### src/nx_pkg.sv
// Shared widths, node identity, message struct, command codes and port directions
`default_nettype none

package nx_pkg;

// ================================================
// Field widths
// ================================================

// One row or column position in the mesh
typedef logic [3:0]  coord_t;
// Data RAM word address
typedef logic [7:0]  addr_t;
// RAM word, also the message payload
typedef logic [31:0] data_t;
// Message command, a field rather than a state
typedef logic [1:0]  cmd_t;

// Node identity, row held above column
typedef struct packed {
    coord_t row;
    coord_t col;
} node_id_t;

// ================================================
// Commands
// ================================================

localparam cmd_t CMD_WRITE    = 2'd0;
localparam cmd_t CMD_READ     = 2'd1;
localparam cmd_t CMD_RESPONSE = 2'd2;

// Message carried by every stream, 58 bits in total
typedef struct packed {
    node_id_t tgt;
    node_id_t src;
    cmd_t     cmd;
    addr_t    addr;
    data_t    data;
} nx_msg_t;

// ================================================
// Port directions
// ================================================

// Rows grow southwards, columns grow eastwards
localparam logic [1:0] DIR_NORTH = 2'd0;
localparam logic [1:0] DIR_EAST  = 2'd1;
localparam logic [1:0] DIR_SOUTH = 2'd2;
localparam logic [1:0] DIR_WEST  = 2'd3;

endpackage : nx_pkg

`default_nettype wire

### src/nx_stream_arbiter.sv
// Fixed-priority combiner of several message streams into one registered stream
`timescale 1ns/1ps
`default_nettype none

module nx_stream_arbiter #(
    parameter int STREAMS = 2
) (
      input  logic                          i_clk
    , input  logic                          i_rst_n
    , output logic                          o_idle
    // Inbound streams, index 0 has priority
    , input  nx_pkg::nx_msg_t [STREAMS-1:0] i_inbound_data
    , input  logic [STREAMS-1:0]            i_inbound_valid
    , output logic [STREAMS-1:0]            o_inbound_ready
    // Merged stream
    , output nx_pkg::nx_msg_t               o_outbound_data
    , output logic                          o_outbound_valid
    , input  logic                          i_outbound_ready
);

import nx_pkg::*;

// Output register
nx_msg_t out_msg;
logic    out_valid;

// Grant
nx_msg_t sel_msg;
logic    seen;
logic    open;
logic    take;

// Register empty or draining this edge
assign open = !out_valid || i_outbound_ready;
assign take = open && (|i_inbound_valid);

// Lowest indexed valid stream takes the slot
always_comb begin
    seen    = 1'b0;
    sel_msg = i_inbound_data[0];
    for (int i = 0; i < STREAMS; i++) begin
        o_inbound_ready[i] = open && !seen;
        if (i_inbound_valid[i] && !seen) begin
            sel_msg = i_inbound_data[i];
        end
        seen = seen || i_inbound_valid[i];
    end
end

always_ff @(posedge i_clk or negedge i_rst_n) begin
    if (!i_rst_n) begin
        out_valid <= 1'b0;
    end else if (open) begin
        out_valid <= take;
    end
end

always_ff @(posedge i_clk) begin
    if (take) begin
        out_msg <= sel_msg;
    end
end

assign o_outbound_data  = out_msg;
assign o_outbound_valid = out_valid;
assign o_idle           = !out_valid;

endmodule : nx_stream_arbiter

`default_nettype wire
### config.mk
export PLATFORM = sky130hd
export DESIGN_NAME = nx_stream_arbiter
export DESIGN_NICKNAME = d
export VERILOG_FILES = /design/src/nx_pkg.sv /design/src/nx_stream_arbiter.sv
export SDC_FILE = /design/constraint.sdc
export NUM_CORES = 1
export LEC_CHECK = 0
export BUFFER_PORTS_ARGS = -buffer_cell sky130_fd_sc_hd__buf_4
export CAP_MARGIN = 5
export CORE_MARGIN = 2
export CORE_UTILIZATION = 41
export CTS_CLUSTER_SIZE = 28
export DETAILED_ROUTE_END_ITERATION = 8
export PLACE_DENSITY_LB_ADDON = 0.2
export SETUP_SLACK_MARGIN = 0.5
export SYNTH_ARGS = -nofsm -noshare
export SYNTH_HDL_FRONTEND = slang
export SYNTH_SLANG_ARGS = --single-unit
### constraint.sdc
create_clock -name i_clk -period 4.6 [get_ports i_clk]
set_input_delay 0.92 -clock i_clk [delete_from_list [all_inputs] [get_ports i_clk]]
set_output_delay 0.92 -clock i_clk [all_outputs]
set_load 0.1 [all_outputs]
# Word level (Yosys, flattened, before mapping)
# Cells that the tools add are included.
# classes
mux,1
reduce_logical,7
# ops
operator,n
58-bit 2-to-1 mux,1
1-bit logical AND,3
1-bit logical NOT,2
2-bit OR reduction,1
1-bit logical OR,1
# totals
ff_bits,59
in_bits,121
output_inout_bits,62

# Longest topological paths before layout
# Gate-level depths: netlist (run 1).
# logic_depth
depth_word,3
mapped_depth,4

# Worst setup path after synthesis (run 1)
# No wires, ideal clock.
# synth_path
path_type,register to register
start,"register out_valid, in the netlist o_outbound_valid"
end,"register out_msg (netlist bit o_outbound_data[0]), enable pin"
setup_time_ns,0.476
arrival_ns,3.497
required_ns,4.124
slack_ns,0.627
stages_incl_launch_ff,3
n_path_buf,0
period_less_slack_ns,3.973
path_cell_list,dfrtp_1 nor2b_1 nor2_1
# synth_via
elab_chain_len,3
# synth_rtl
element,line_no,rtl
"start, declared",nx_stream_arbiter.sv:25,logic out_valid;
"start signal, assigned",nx_stream_arbiter.sv:54,out_valid <= take;
1-bit logical NOT,nx_stream_arbiter.sv:34,assign open = !out_valid || i_outbound_ready;
1-bit logical OR,nx_stream_arbiter.sv:34,
1-bit logical AND,nx_stream_arbiter.sv:35,assign take = open && (|i_inbound_valid);
named net take,nx_stream_arbiter.sv:31,logic take;
"end signal, assigned",nx_stream_arbiter.sv:60,out_msg <= sel_msg;
"end, declared",nx_stream_arbiter.sv:24,nx_msg_t out_msg;
# The timed path passes the listed nets, and every way through them passes these cells.
# A chain may end at the register's enable or synchronous reset.

# Final worst setup path (run 1)
# layout_path
start,input i_outbound_ready
end,output o_inbound_ready[1]
# layout_via
elab_chain_len,2
# layout_rtl
element,line_no,rtl
"start, declared",nx_stream_arbiter.sv:18,", input logic i_outbound_ready"
1-bit logical OR,nx_stream_arbiter.sv:34,
1-bit logical AND,nx_stream_arbiter.sv:42,o_inbound_ready[i] = open && !seen;
"end, declared",nx_stream_arbiter.sv:14,", output logic [STREAMS-1:0] o_inbound_ready"
# Every way passes these cells.

==> results.yml, run 1 <==
run_status:
  status: "complete, no violations"
sta:
  grt_setup_unrepaired: "false"
  fin_crit_sh_pct: 55.7
  max_freq_mhz: 390
  hold_slack_ps: 361
  worst_pin_slew_ps: 877
  timing.final.hold_violations: 0
  slew_violations: 0
  post-route-min-period_ps: 2560
  fin_tns_setup_ps: 0
  worst_slew_margin_rel_pct: 41.6
  skew_ps: 4.76
  setup_viol: 0
placement:
  dpl-instance-area_sq_um: 4020
  dp_cells: 383
  numPortBuffers: 182
  place_congestion: 0.700
  hpwl_um: 4800
synthesis:
  synth.top_cell.area_share_pct: 67.1
  yosys.cell_types.count: 12
  syn_nets: 253
  synth-compound-area-share_pct: 0
  syn_area_sq_um: 2600
  yosysSeqAreaShare_pct: 68.0
  synth_xor_area_share_pct: 0
  ys_warn_count: 0
  synth_area_leaders: "edfxtp_1 67%, mux2_2 16%, mux2_4 12%"
  synth_top_family_by_area: "multiplexers"
  synth_area_per_cell_sq_um: 19.7
  synth_fa_ha_area_share_pct: 0
  synth-seq-cells: 59
  synth_mux_area_share_pct: 28.0
  synth_simple_gate_area_share_pct: 1.45
  netlist_instances: 132
  synth_top_area_cell: "edfxtp_1"
finish:
  area_growth_pct: 63.6
  stdcell_count: 399
  fill_cells: 461
  nNetsFinal: 440
  design_area_sq_um: 4250
  diodes: 0
  regArea_sq_um: 1770
  multi_input_area_sq_um: 773
  drive_gt1_share_pct: 79.3
  final_util_pct: 70.5
worst_setup_path:
  path_cells: "buf_4, nor2b_1, nor2_1, buf_4"
  crit_buf_inv: 2
  crit_path_start_kind: "input pin"
  max_stage_delay_ps: 290
  crit_family: "simple AND/OR/NAND/NOR gates"
  crit_required_ps: 3680
  slowest_stage: "nor2b_1"
  crit_path_frequent_cell: "buf_4"
  arrival_ps: 1640
  path_max_fanout: 4
  end_kind: "output pin"
  crit_type: "input pin to output pin"
clock_network:
  numCtsBuffers: 9
  h-tree-depth: 3
  cts.clk_slew.worst_paths_ps: 60
  cts_resized: 0
  root_buffer: "clkbuf_8"
  cts_sinks: 59
  postCtsHoldBufs: 0
  cts_max_path_buffers: 2
  cts_tree: "yes"
  clk_latency_ps: 320
  cts_setup_buffers: 0
routing:
  vias_per_cell: 4.64
  wl_um: 6130
  drt_iter0_drc: 35
  drc_errors: 0
  dr.pass1.iters: 4
  detail_route.wl_per_cell_um: 15.4
  ant_nets: 0
  vias: 1852
power_and_ir_drop:
  powerDensity_nw_per_um2: 406
  leakage_nw: 1.93
  ir_drop_v: 0.000237
flow_run:
  cap_violations: 0
global_route:
  grt_overflow: 0
  antenna_found_initial: 0
  grtUsageTotal_pct: 17.7
  grt_pass1_wl_um: 9490
  grt_max_degree: 59
  grt_pass1_vias: 1980
die:
  row_count: 28
  die_w_um: 83.6
  ios: 183
  die_y_um: 83.6
  initial_core_util_pct: 43.1
  coreArea_sq_um: 6030
  die-area_sq_um: 6980
hold_path:
  hp-class: "input pin to async pin"
[cells in the mapped netlist (all sizes together)]
master,number
or3,1
inv,2
mux2,58
nand2b,1
nor2b,1
nor2,3
edfxtp,58
dfrtp,1
buf,7
[sequential cells by signal (all words and copies together) (netlist names)]
register / flops
o_outbound_valid: 1
o_outbound_data: 58
[worst register-to-register path, delay by kind of cell, from the launching register on]
kind | cells | cell delay (ps)
AND/OR/NAND/NOR | 2 | 790
flip-flops | 1 | 400
buffers and inverters | 1 | 510
[cell type report]
cell class	count	area share [%]
sequential	59	41.6
timing repair buffer	183	32.4
multi-input combinational	64	18.2
clock buffer	10	3.01
clock inverter	6	2.45
tap	75	2.21
inverter	2	0.177
[metal layers]
| metal | share of wire, % | vias up | track usage, % | wire (um) |
|---|---|---|---|---|
| met1 | 32 | 852 | 17.0 | 1960 |
| met2 | 55 | 103 | 31.9 | 3390 |
| li1 | - | 884 | - | - |
| met3 | 10 | 13 | 7.02 | 619 |
| met4 | 2.5 | 0 | 9.53 | 154 |
| met5 | 0 | - | 0 | 0 |
[stage by stage]
stage / total power, mW / worst slack [ps]
finish: 1.72 / 2040
floorplan: 1.04 / 627
detailed placement: 1.20 / 2040
CTS: 1.74 / 2040
global placement: 1.19 / 2060
global route: 1.78 / 1970
[logic make-up (layout without fill, tap and decap cells)]
family        after synthesis  in the layout
flops                      59             59
mux                        58             58
buf+inv                     9            201
simple gates                6              6
[path summary, 6_finish.rpt]
path / startpoint / endpoint / slack (ps) / cells past startpoint
min reg2reg: o_outbound_valid$_DFFE_PN0P_ / o_outbound_valid$_DFFE_PN0P_ / 910 / 2
max: i_outbound_ready / o_inbound_ready[1] / 2040 / 4
max reg2reg: o_outbound_valid$_DFFE_PN0P_ / o_outbound_data[48]$_DFFE_PP_ / 2550 / 3
min: i_rst_n / o_outbound_valid$_DFFE_PN0P_ / 360 / 1
min in group i_clk: i_inbound_valid[0] / o_outbound_valid$_DFFE_PN0P_ / 820 / 2
max in group asynchronous: i_rst_n / o_outbound_valid$_DFFE_PN0P_ / 4160 / 1
[cell usage in the layout, fill, tap and decap left out]
master and count:
nor2b_1 1, inv_1 2, clkbuf_8 9, clkbuf_1 1
clkinv_1 1, nor2_1 2, or3_1 1, dfrtp_1 1
nor2_4 1, bufinv_16 3, edfxtp_1 58, buf_4 183
nand2b_4 1, mux2_4 20, clkinv_2 2, mux2_2 38
[where the power goes]
| group | internal (mW) | switching, mW | total, mW | leakage [nW] |
|---|---|---|---|---|
| Combinational | 0.161 | 0.368 | 0.529 | 1.25 |
| Sequential | 0.644 | 0.0105 | 0.654 | 0.571 |
| Clock | 0.356 | 0.185 | 0.541 | 0.118 |
| Total | 1.16 | 0.564 | 1.72 | 1.93 |
No activity file was read; power rests on OpenSTA's default activity.
==> inputs of run 2 (changes only) <==
Settings changed: ABC_AREA from default to 1, CORE_UTILIZATION 41 to 37.
Clock period 4.6 ns to 2.15 ns, I/O delays scaled along.
==> run 2 against run 1 <==
Net effect:
- count of clock-buffer cells in the layout unchanged
- total power increased by 100%
- first-iteration DRC count rose to 3.3 times the previous value
- critical path depth down 2
- worst setup slack worse by 1500 ps
- critical endpoint is now o_idle
- routed wire length is 22% higher
- combinational power rose by 120%
- synthesized cell count increased by 98%
- final area is 1.5% higher
- highest routed layer unchanged
- area after synthesis rose by 2.8%
- register-to-register slack worse by 1900 ps
- clock skew is 1.6 ps lower
==> results.yml, run 2 <==
finish:
  final_common_cell: "buf_4"
  stdcell_count: 542
  final_util_pct: 62.7
  design_area_sq_um: 4310
  layout_common_cells: "186 x buf_4, 118 x nand2_1, 58 x nand3_1, 58 x edfxtp_1, 9 x clkbuf_8"
  area_growth_pct: 61.5
  drive_gt1_share_pct: 46.4
  largest_reg_flops: 58
  diodes: 0
  fill_cells: 579
  nNetsFinal: 564
power_and_ir_drop:
  ir_drop_v: 0.000382
  powerDensity_nw_per_um2: 811
  leakage_nw: 2.12
placement:
  dp_cells: 526
  place_congestion: 0.711
  dpl-instance-area_sq_um: 4100
  hpwl_um: 5400
  numPortBuffers: 182
routing:
  detail_route.wl_per_cell_um: 13.8
  dr.pass1.iters: 4
  ant_nets: 0
  wl_um: 7490
  drc_errors: 0
  drt_iter0_drc: 115
  vias_per_cell: 4.56
  vias: 2471
sta:
  worst_pin_slew_ps: 552
  hold_slack_ps: 373
  post-route-min-period_ps: 1600
  setup_viol: 0
  fin_crit_sh_pct: 74.2
  slew_violations: 0
  worst_slew_margin_rel_pct: 63.2
  max_freq_mhz: 627
  skew_ps: 3.18
  fin_tns_setup_ps: 0
  timing.final.hold_violations: 0
  grt_setup_unrepaired: "false"
clock_network:
  root_buffer: "clkbuf_8"
  cts_sinks: 59
  cts_tree: "yes"
  cts.clk_slew.worst_paths_ps: 60
  cts_max_path_buffers: 2
  clk_latency_ps: 320
  numCtsBuffers: 9
  h-tree-depth: 3
synthesis:
  synth_ff_type: "edfxtp_1"
  synth.top_cell.area_share_pct: 65.3
  synth-compound-area-share_pct: 0.375
  synth_edf_count: 58
  synth_top_family_by_area: "simple AND/OR/NAND/NOR gates"
  synth_top_area_cell: "edfxtp_1"
  syn_nets: 383
  yosysMostFrequentCell: "nand2_1"
  syn_area_sq_um: 2670
  synth_fa_ha_area_share_pct: 0
  synth-seq-cells: 59
  synth_simple_gate_area_share_pct: 27.8
  synth_commonest_cells: "118 x nand2_1, 58 x edfxtp_1, 58 x nand3_1"
  synth_area_per_cell_sq_um: 10.2
  netlist_instances: 262
  yosysSeqAreaShare_pct: 66.2
  synth_xor_area_share_pct: 0
  yosys.cell_types.count: 12
  synth_area_leaders: "edfxtp_1 65%, nand2_1 17%, nand3_1 11%"
  ys_warn_count: 0
  ys_async_sr_fraction_pct: 1.69
  synth_mux_area_share_pct: 0
die:
  die-area_sq_um: 7910
  row_count: 30
  initial_core_util_pct: 38.9
  ios: 183
  coreArea_sq_um: 6870
  die_y_um: 88.9
  die_w_um: 88.9
worst_setup_path:
  worst-r2r-cell-count: 3
  end_kind: "output pin"
  r2r_start: "o_outbound_valid$_DFFE_PN0P_"
  crit_path_start_kind: "register"
  path_max_fanout: 5
  crit_required_ps: 1720
  arrival_ps: 1170
  reg2reg_slack_ps: 650
  crit_type: "register to output pin"
  r2r-end: "o_outbound_data[25]$_DFFE_PP_"
hold_path:
  hp-class: "input pin to register"
  min_to: "o_outbound_data[33]$_DFFE_PP_"
  worstHoldStart: "i_inbound_data[33]"
  hold_depth: 3
run_status:
  status: "complete, no violations"
global_route:
  grt_pass1_vias: 2438
  grt_overflow: 0
  antenna_found_initial: 0
  grt_max_degree: 59
  grt_pass1_wl_um: 11300
  grtUsageTotal_pct: 19.0
flow_run:
  cap_violations: 0
## run 2: changes by cell type after synthesis, sizes merged
cell	before	now
nand2	0	119
mux2	58	0
nand3	0	58
buf	7	20
a21oi	0	2
nor2	3	1
inv	2	3
nand2b	1	0
nor2b	1	0
or3	1	0
## run 2: cells by family after synthesis
| logic type | after synthesis |
|---|---|
| AND/OR/NAND/NOR | 178 |
| flip-flops | 59 |
| buffers and inverters | 23 |
| AO/OA/AOI/OAI | 2 |
## run 2: through the flow
stage,setup slack (ps),power (mW)
final,555,3.49
after global routing,515,3.63
after CTS,483,3.53
after detailed placement,585,2.61
after global placement,613,2.59
after floorplan,58.8,2.26
## run 2: critical path, cell delays in order (launching register included)
cell	delay, ps
dfrtp_4	510
inv_1	60
buf_4	280
## run 2: worst max-delay path by stage
stage | start | to | slack, ps | depth (start not counted)
after floorplan | o_outbound_valid$_DFFE_PN0P_ | o_outbound_data[0]$_DFFE_PP_ | 60 | 1
after global placement | i_inbound_valid[1] | o_outbound_data[37]$_DFFE_PP_ | 610 | 4
after detailed placement | i_inbound_valid[1] | o_outbound_data[40]$_DFFE_PP_ | 590 | 4
after CTS | o_outbound_valid$_DFFE_PN0P_ | o_inbound_ready[1] | 480 | 2
after global routing | o_outbound_valid$_DFFE_PN0P_ | o_idle | 520 | 2
final | o_outbound_valid$_DFFE_PN0P_ | o_idle | 550 | 2
## run 2: area by class of cell
class / instances / area (sq um) / share of cell area [%]
multi-input cells: 180 / 778 / 18.1
well taps: 96 / 120 / 2.79
flip-flops and latches: 59 / 1770 / 41.1
inverters: 3 / 11.3 / 0.261
repair buffers: 190 / 1460 / 33.8
clock buffers: 10 / 128 / 2.96
clock inverters: 4 / 43.8 / 1.02
## run 2: layer usage
layer	wire length, um	up-vias	global-route usage, %
met5	0	-	0
met3	651	11	5.17
met1	2740	1101	22.1
met2	3960	113	33.4
met4	135	0	7.73
li1	-	1246	-
## run 2: timing repair
item / CTS / global route
pin swaps: 0 / 1
hold endpoints to repair: 1 / 0
hold buffers: 1 / 0
gates resized for setup: 4 / 1
setup buffers: 0 / 1
endpoints found under the setup margin: 2 / 3
## run 2: power by group
group          leakage (nW)  switching (mW)  total [mW]  internal [mW]
Sequential            0.576          0.0247        1.41           1.38
Combinational          1.45           0.870        1.18          0.311
Clock                0.0894           0.392       0.906          0.515
==> inputs of run 3 (changes only) <==
Settings changed: CORE_UTILIZATION 37 to 41.
Clock period 2.15 ns to 1.59 ns, I/O delays scaled along.
==> run 3 against run 2 <==
Net effect:
- via count rose by 6.0%
- die area fell by 9.3%
- utilization grew 15 points
- worst setup slack worse by 500 ps
- first-iteration DRC count unchanged
==> results.yml, run 3 (same netlist as run 2, synthesis figures left out) <==
run_status:
  status: "complete, no violations"
routing:
  detail_route.wl_per_cell_um: 14.8
  vias: 2620
  ant_nets: 0
  vias_per_cell: 4.86
  drc_errors: 0
  dr.pass1.iters: 5
  drt_iter0_drc: 115
  wl_um: 7990
sta:
  worst_pin_slew_ps: 582
  worst_slew_margin_rel_pct: 61.2
  grt_setup_unrepaired: "true"
  timing.final.hold_violations: 0
  fin_crit_sh_pct: 96.5
  skew_ps: 12.4
  setup_viol: 0
  max_freq_mhz: 652
  slew_violations: 0
  post-route-min-period_ps: 1530
worst_setup_path:
  slowest_stage: "dfrtp_4"
  crit_required_ps: 1270
  crit_path_start_kind: "register"
  crit_family: "flip-flops"
  path_max_fanout: 5
  arrival_ps: 1220
  crit_type: "register to output pin"
  path_cells: "a21oi_4, buf_12"
  crit_buf_inv: 1
  max_stage_delay_ps: 520
  end_kind: "output pin"
die:
  ios: 183
  die-area_sq_um: 7170
  row_count: 29
  die_w_um: 84.7
  die_y_um: 84.7
  initial_core_util_pct: 42.3
  coreArea_sq_um: 6310
finish:
  largest_reg_flops: 58
  diodes: 0
  fill_cells: 453
  nNetsFinal: 578
  regArea_sq_um: 1770
  final_common_cell: "buf_4"
  drive_gt1_share_pct: 48.1
  multi_input_area_sq_um: 778
  layout_common_cells: "127 x buf_4, 117 x nand2_1, 61 x buf_6"
  area_growth_pct: 83.0
  design_area_sq_um: 4880
clock_network:
  cts_max_path_buffers: 2
  numCtsBuffers: 9
  h-tree-depth: 3
  clk_latency_ps: 320
  root_buffer: "clkbuf_8"
  cts_tree: "yes"
  cts.clk_slew.worst_paths_ps: 70
  cts_sinks: 59
placement:
  hpwl_um: 5360
  dpl-instance-area_sq_um: 4070
  place_congestion: 0.792
  numPortBuffers: 182
global_route:
  grt_max_degree: 59
  grt_pass1_wl_um: 12700
  grt_pass1_vias: 2681
  grtUsageTotal_pct: 23.1
  grt_overflow: 0
  antenna_found_initial: 0
power_and_ir_drop:
  fin_total_pwr_mw: 5.34
  leakage_nw: 2.36
  powerDensity_nw_per_um2: 1090
  ir_drop_v: 0.000766
hold_path:
  hp-class: "input pin to register"
flow_run:
  cap_violations: 0
## run 3: layout make-up
type                       instances  area share, %
inverter                           3          0.231
multi-input combinational        180           15.9
clock buffer                       9           2.54
sequential                        59           36.2
timing repair buffer             204           40.9
tap                               77           1.97
clock inverter                     7           2.18
## run 3: layer usage
metal	vias up	global-route usage, %	part of all wire, %
met5	-	0	0
met4	0	11.3	3.1
met3	18	7.37	9.4
met2	144	39.9	53
met1	1176	25.5	35
li1	1282	-	-
## run 3: repair_timing
item	CTS	global route
hold buffers	1	0
pin swaps	2	0
gates cloned	7	0
buffers inserted	6	2
hold endpoints to repair	1	0
setup endpoints to repair	120	121
gates resized for setup	78	3
## run 3: report_power, final
part / switching (mW) / leakage, nW / total (mW) / internal (mW)
registers: 0.0563 / 0.576 / 1.93 / 1.87
clock network: 0.558 / 0.116 / 1.58 / 1.02
logic: 1.22 / 1.67 / 1.83 / 0.613
## run 3: worst paths after layout
path                                               from                       endpoint  slack, ps  cells past startpoint
setup / recovery           o_outbound_valid$_DFFE_PN0P_             o_inbound_ready[1]         60                      2
hold / removal                       i_inbound_data[55]  o_outbound_data[55]$_DFFE_PP_        260                      3
setup reg to reg           o_outbound_valid$_DFFE_PN0P_  o_outbound_data[27]$_DFFE_PP_         70                      5
hold reg to reg            o_outbound_valid$_DFFE_PN0P_   o_outbound_valid$_DFFE_PN0P_        650                      2
max in group asynchronous                       i_rst_n   o_outbound_valid$_DFFE_PN0P_       1200                      2
min in group asynchronous                       i_rst_n   o_outbound_valid$_DFFE_PN0P_        300                      2
## run 3: through the flow
stage	hold WS, ps	utilization (%)	cells	setup slack (ps)	TNS (ps)
after floorplan	22.4	-	262	-501	-29340
after global placement	96.1	64.5	507	268	0
after detailed placement	95.1	64.5	507	259	0
after CTS	241	76.8	537	54.8	0
after global routing	246	77.4	539	28.1	0
final	257	77.4	539	55.7	0
## run 3: worst min-delay path, stage by stage
cell and delay, ps:
buf_4 70, nand2_1 40, nand2_1 40
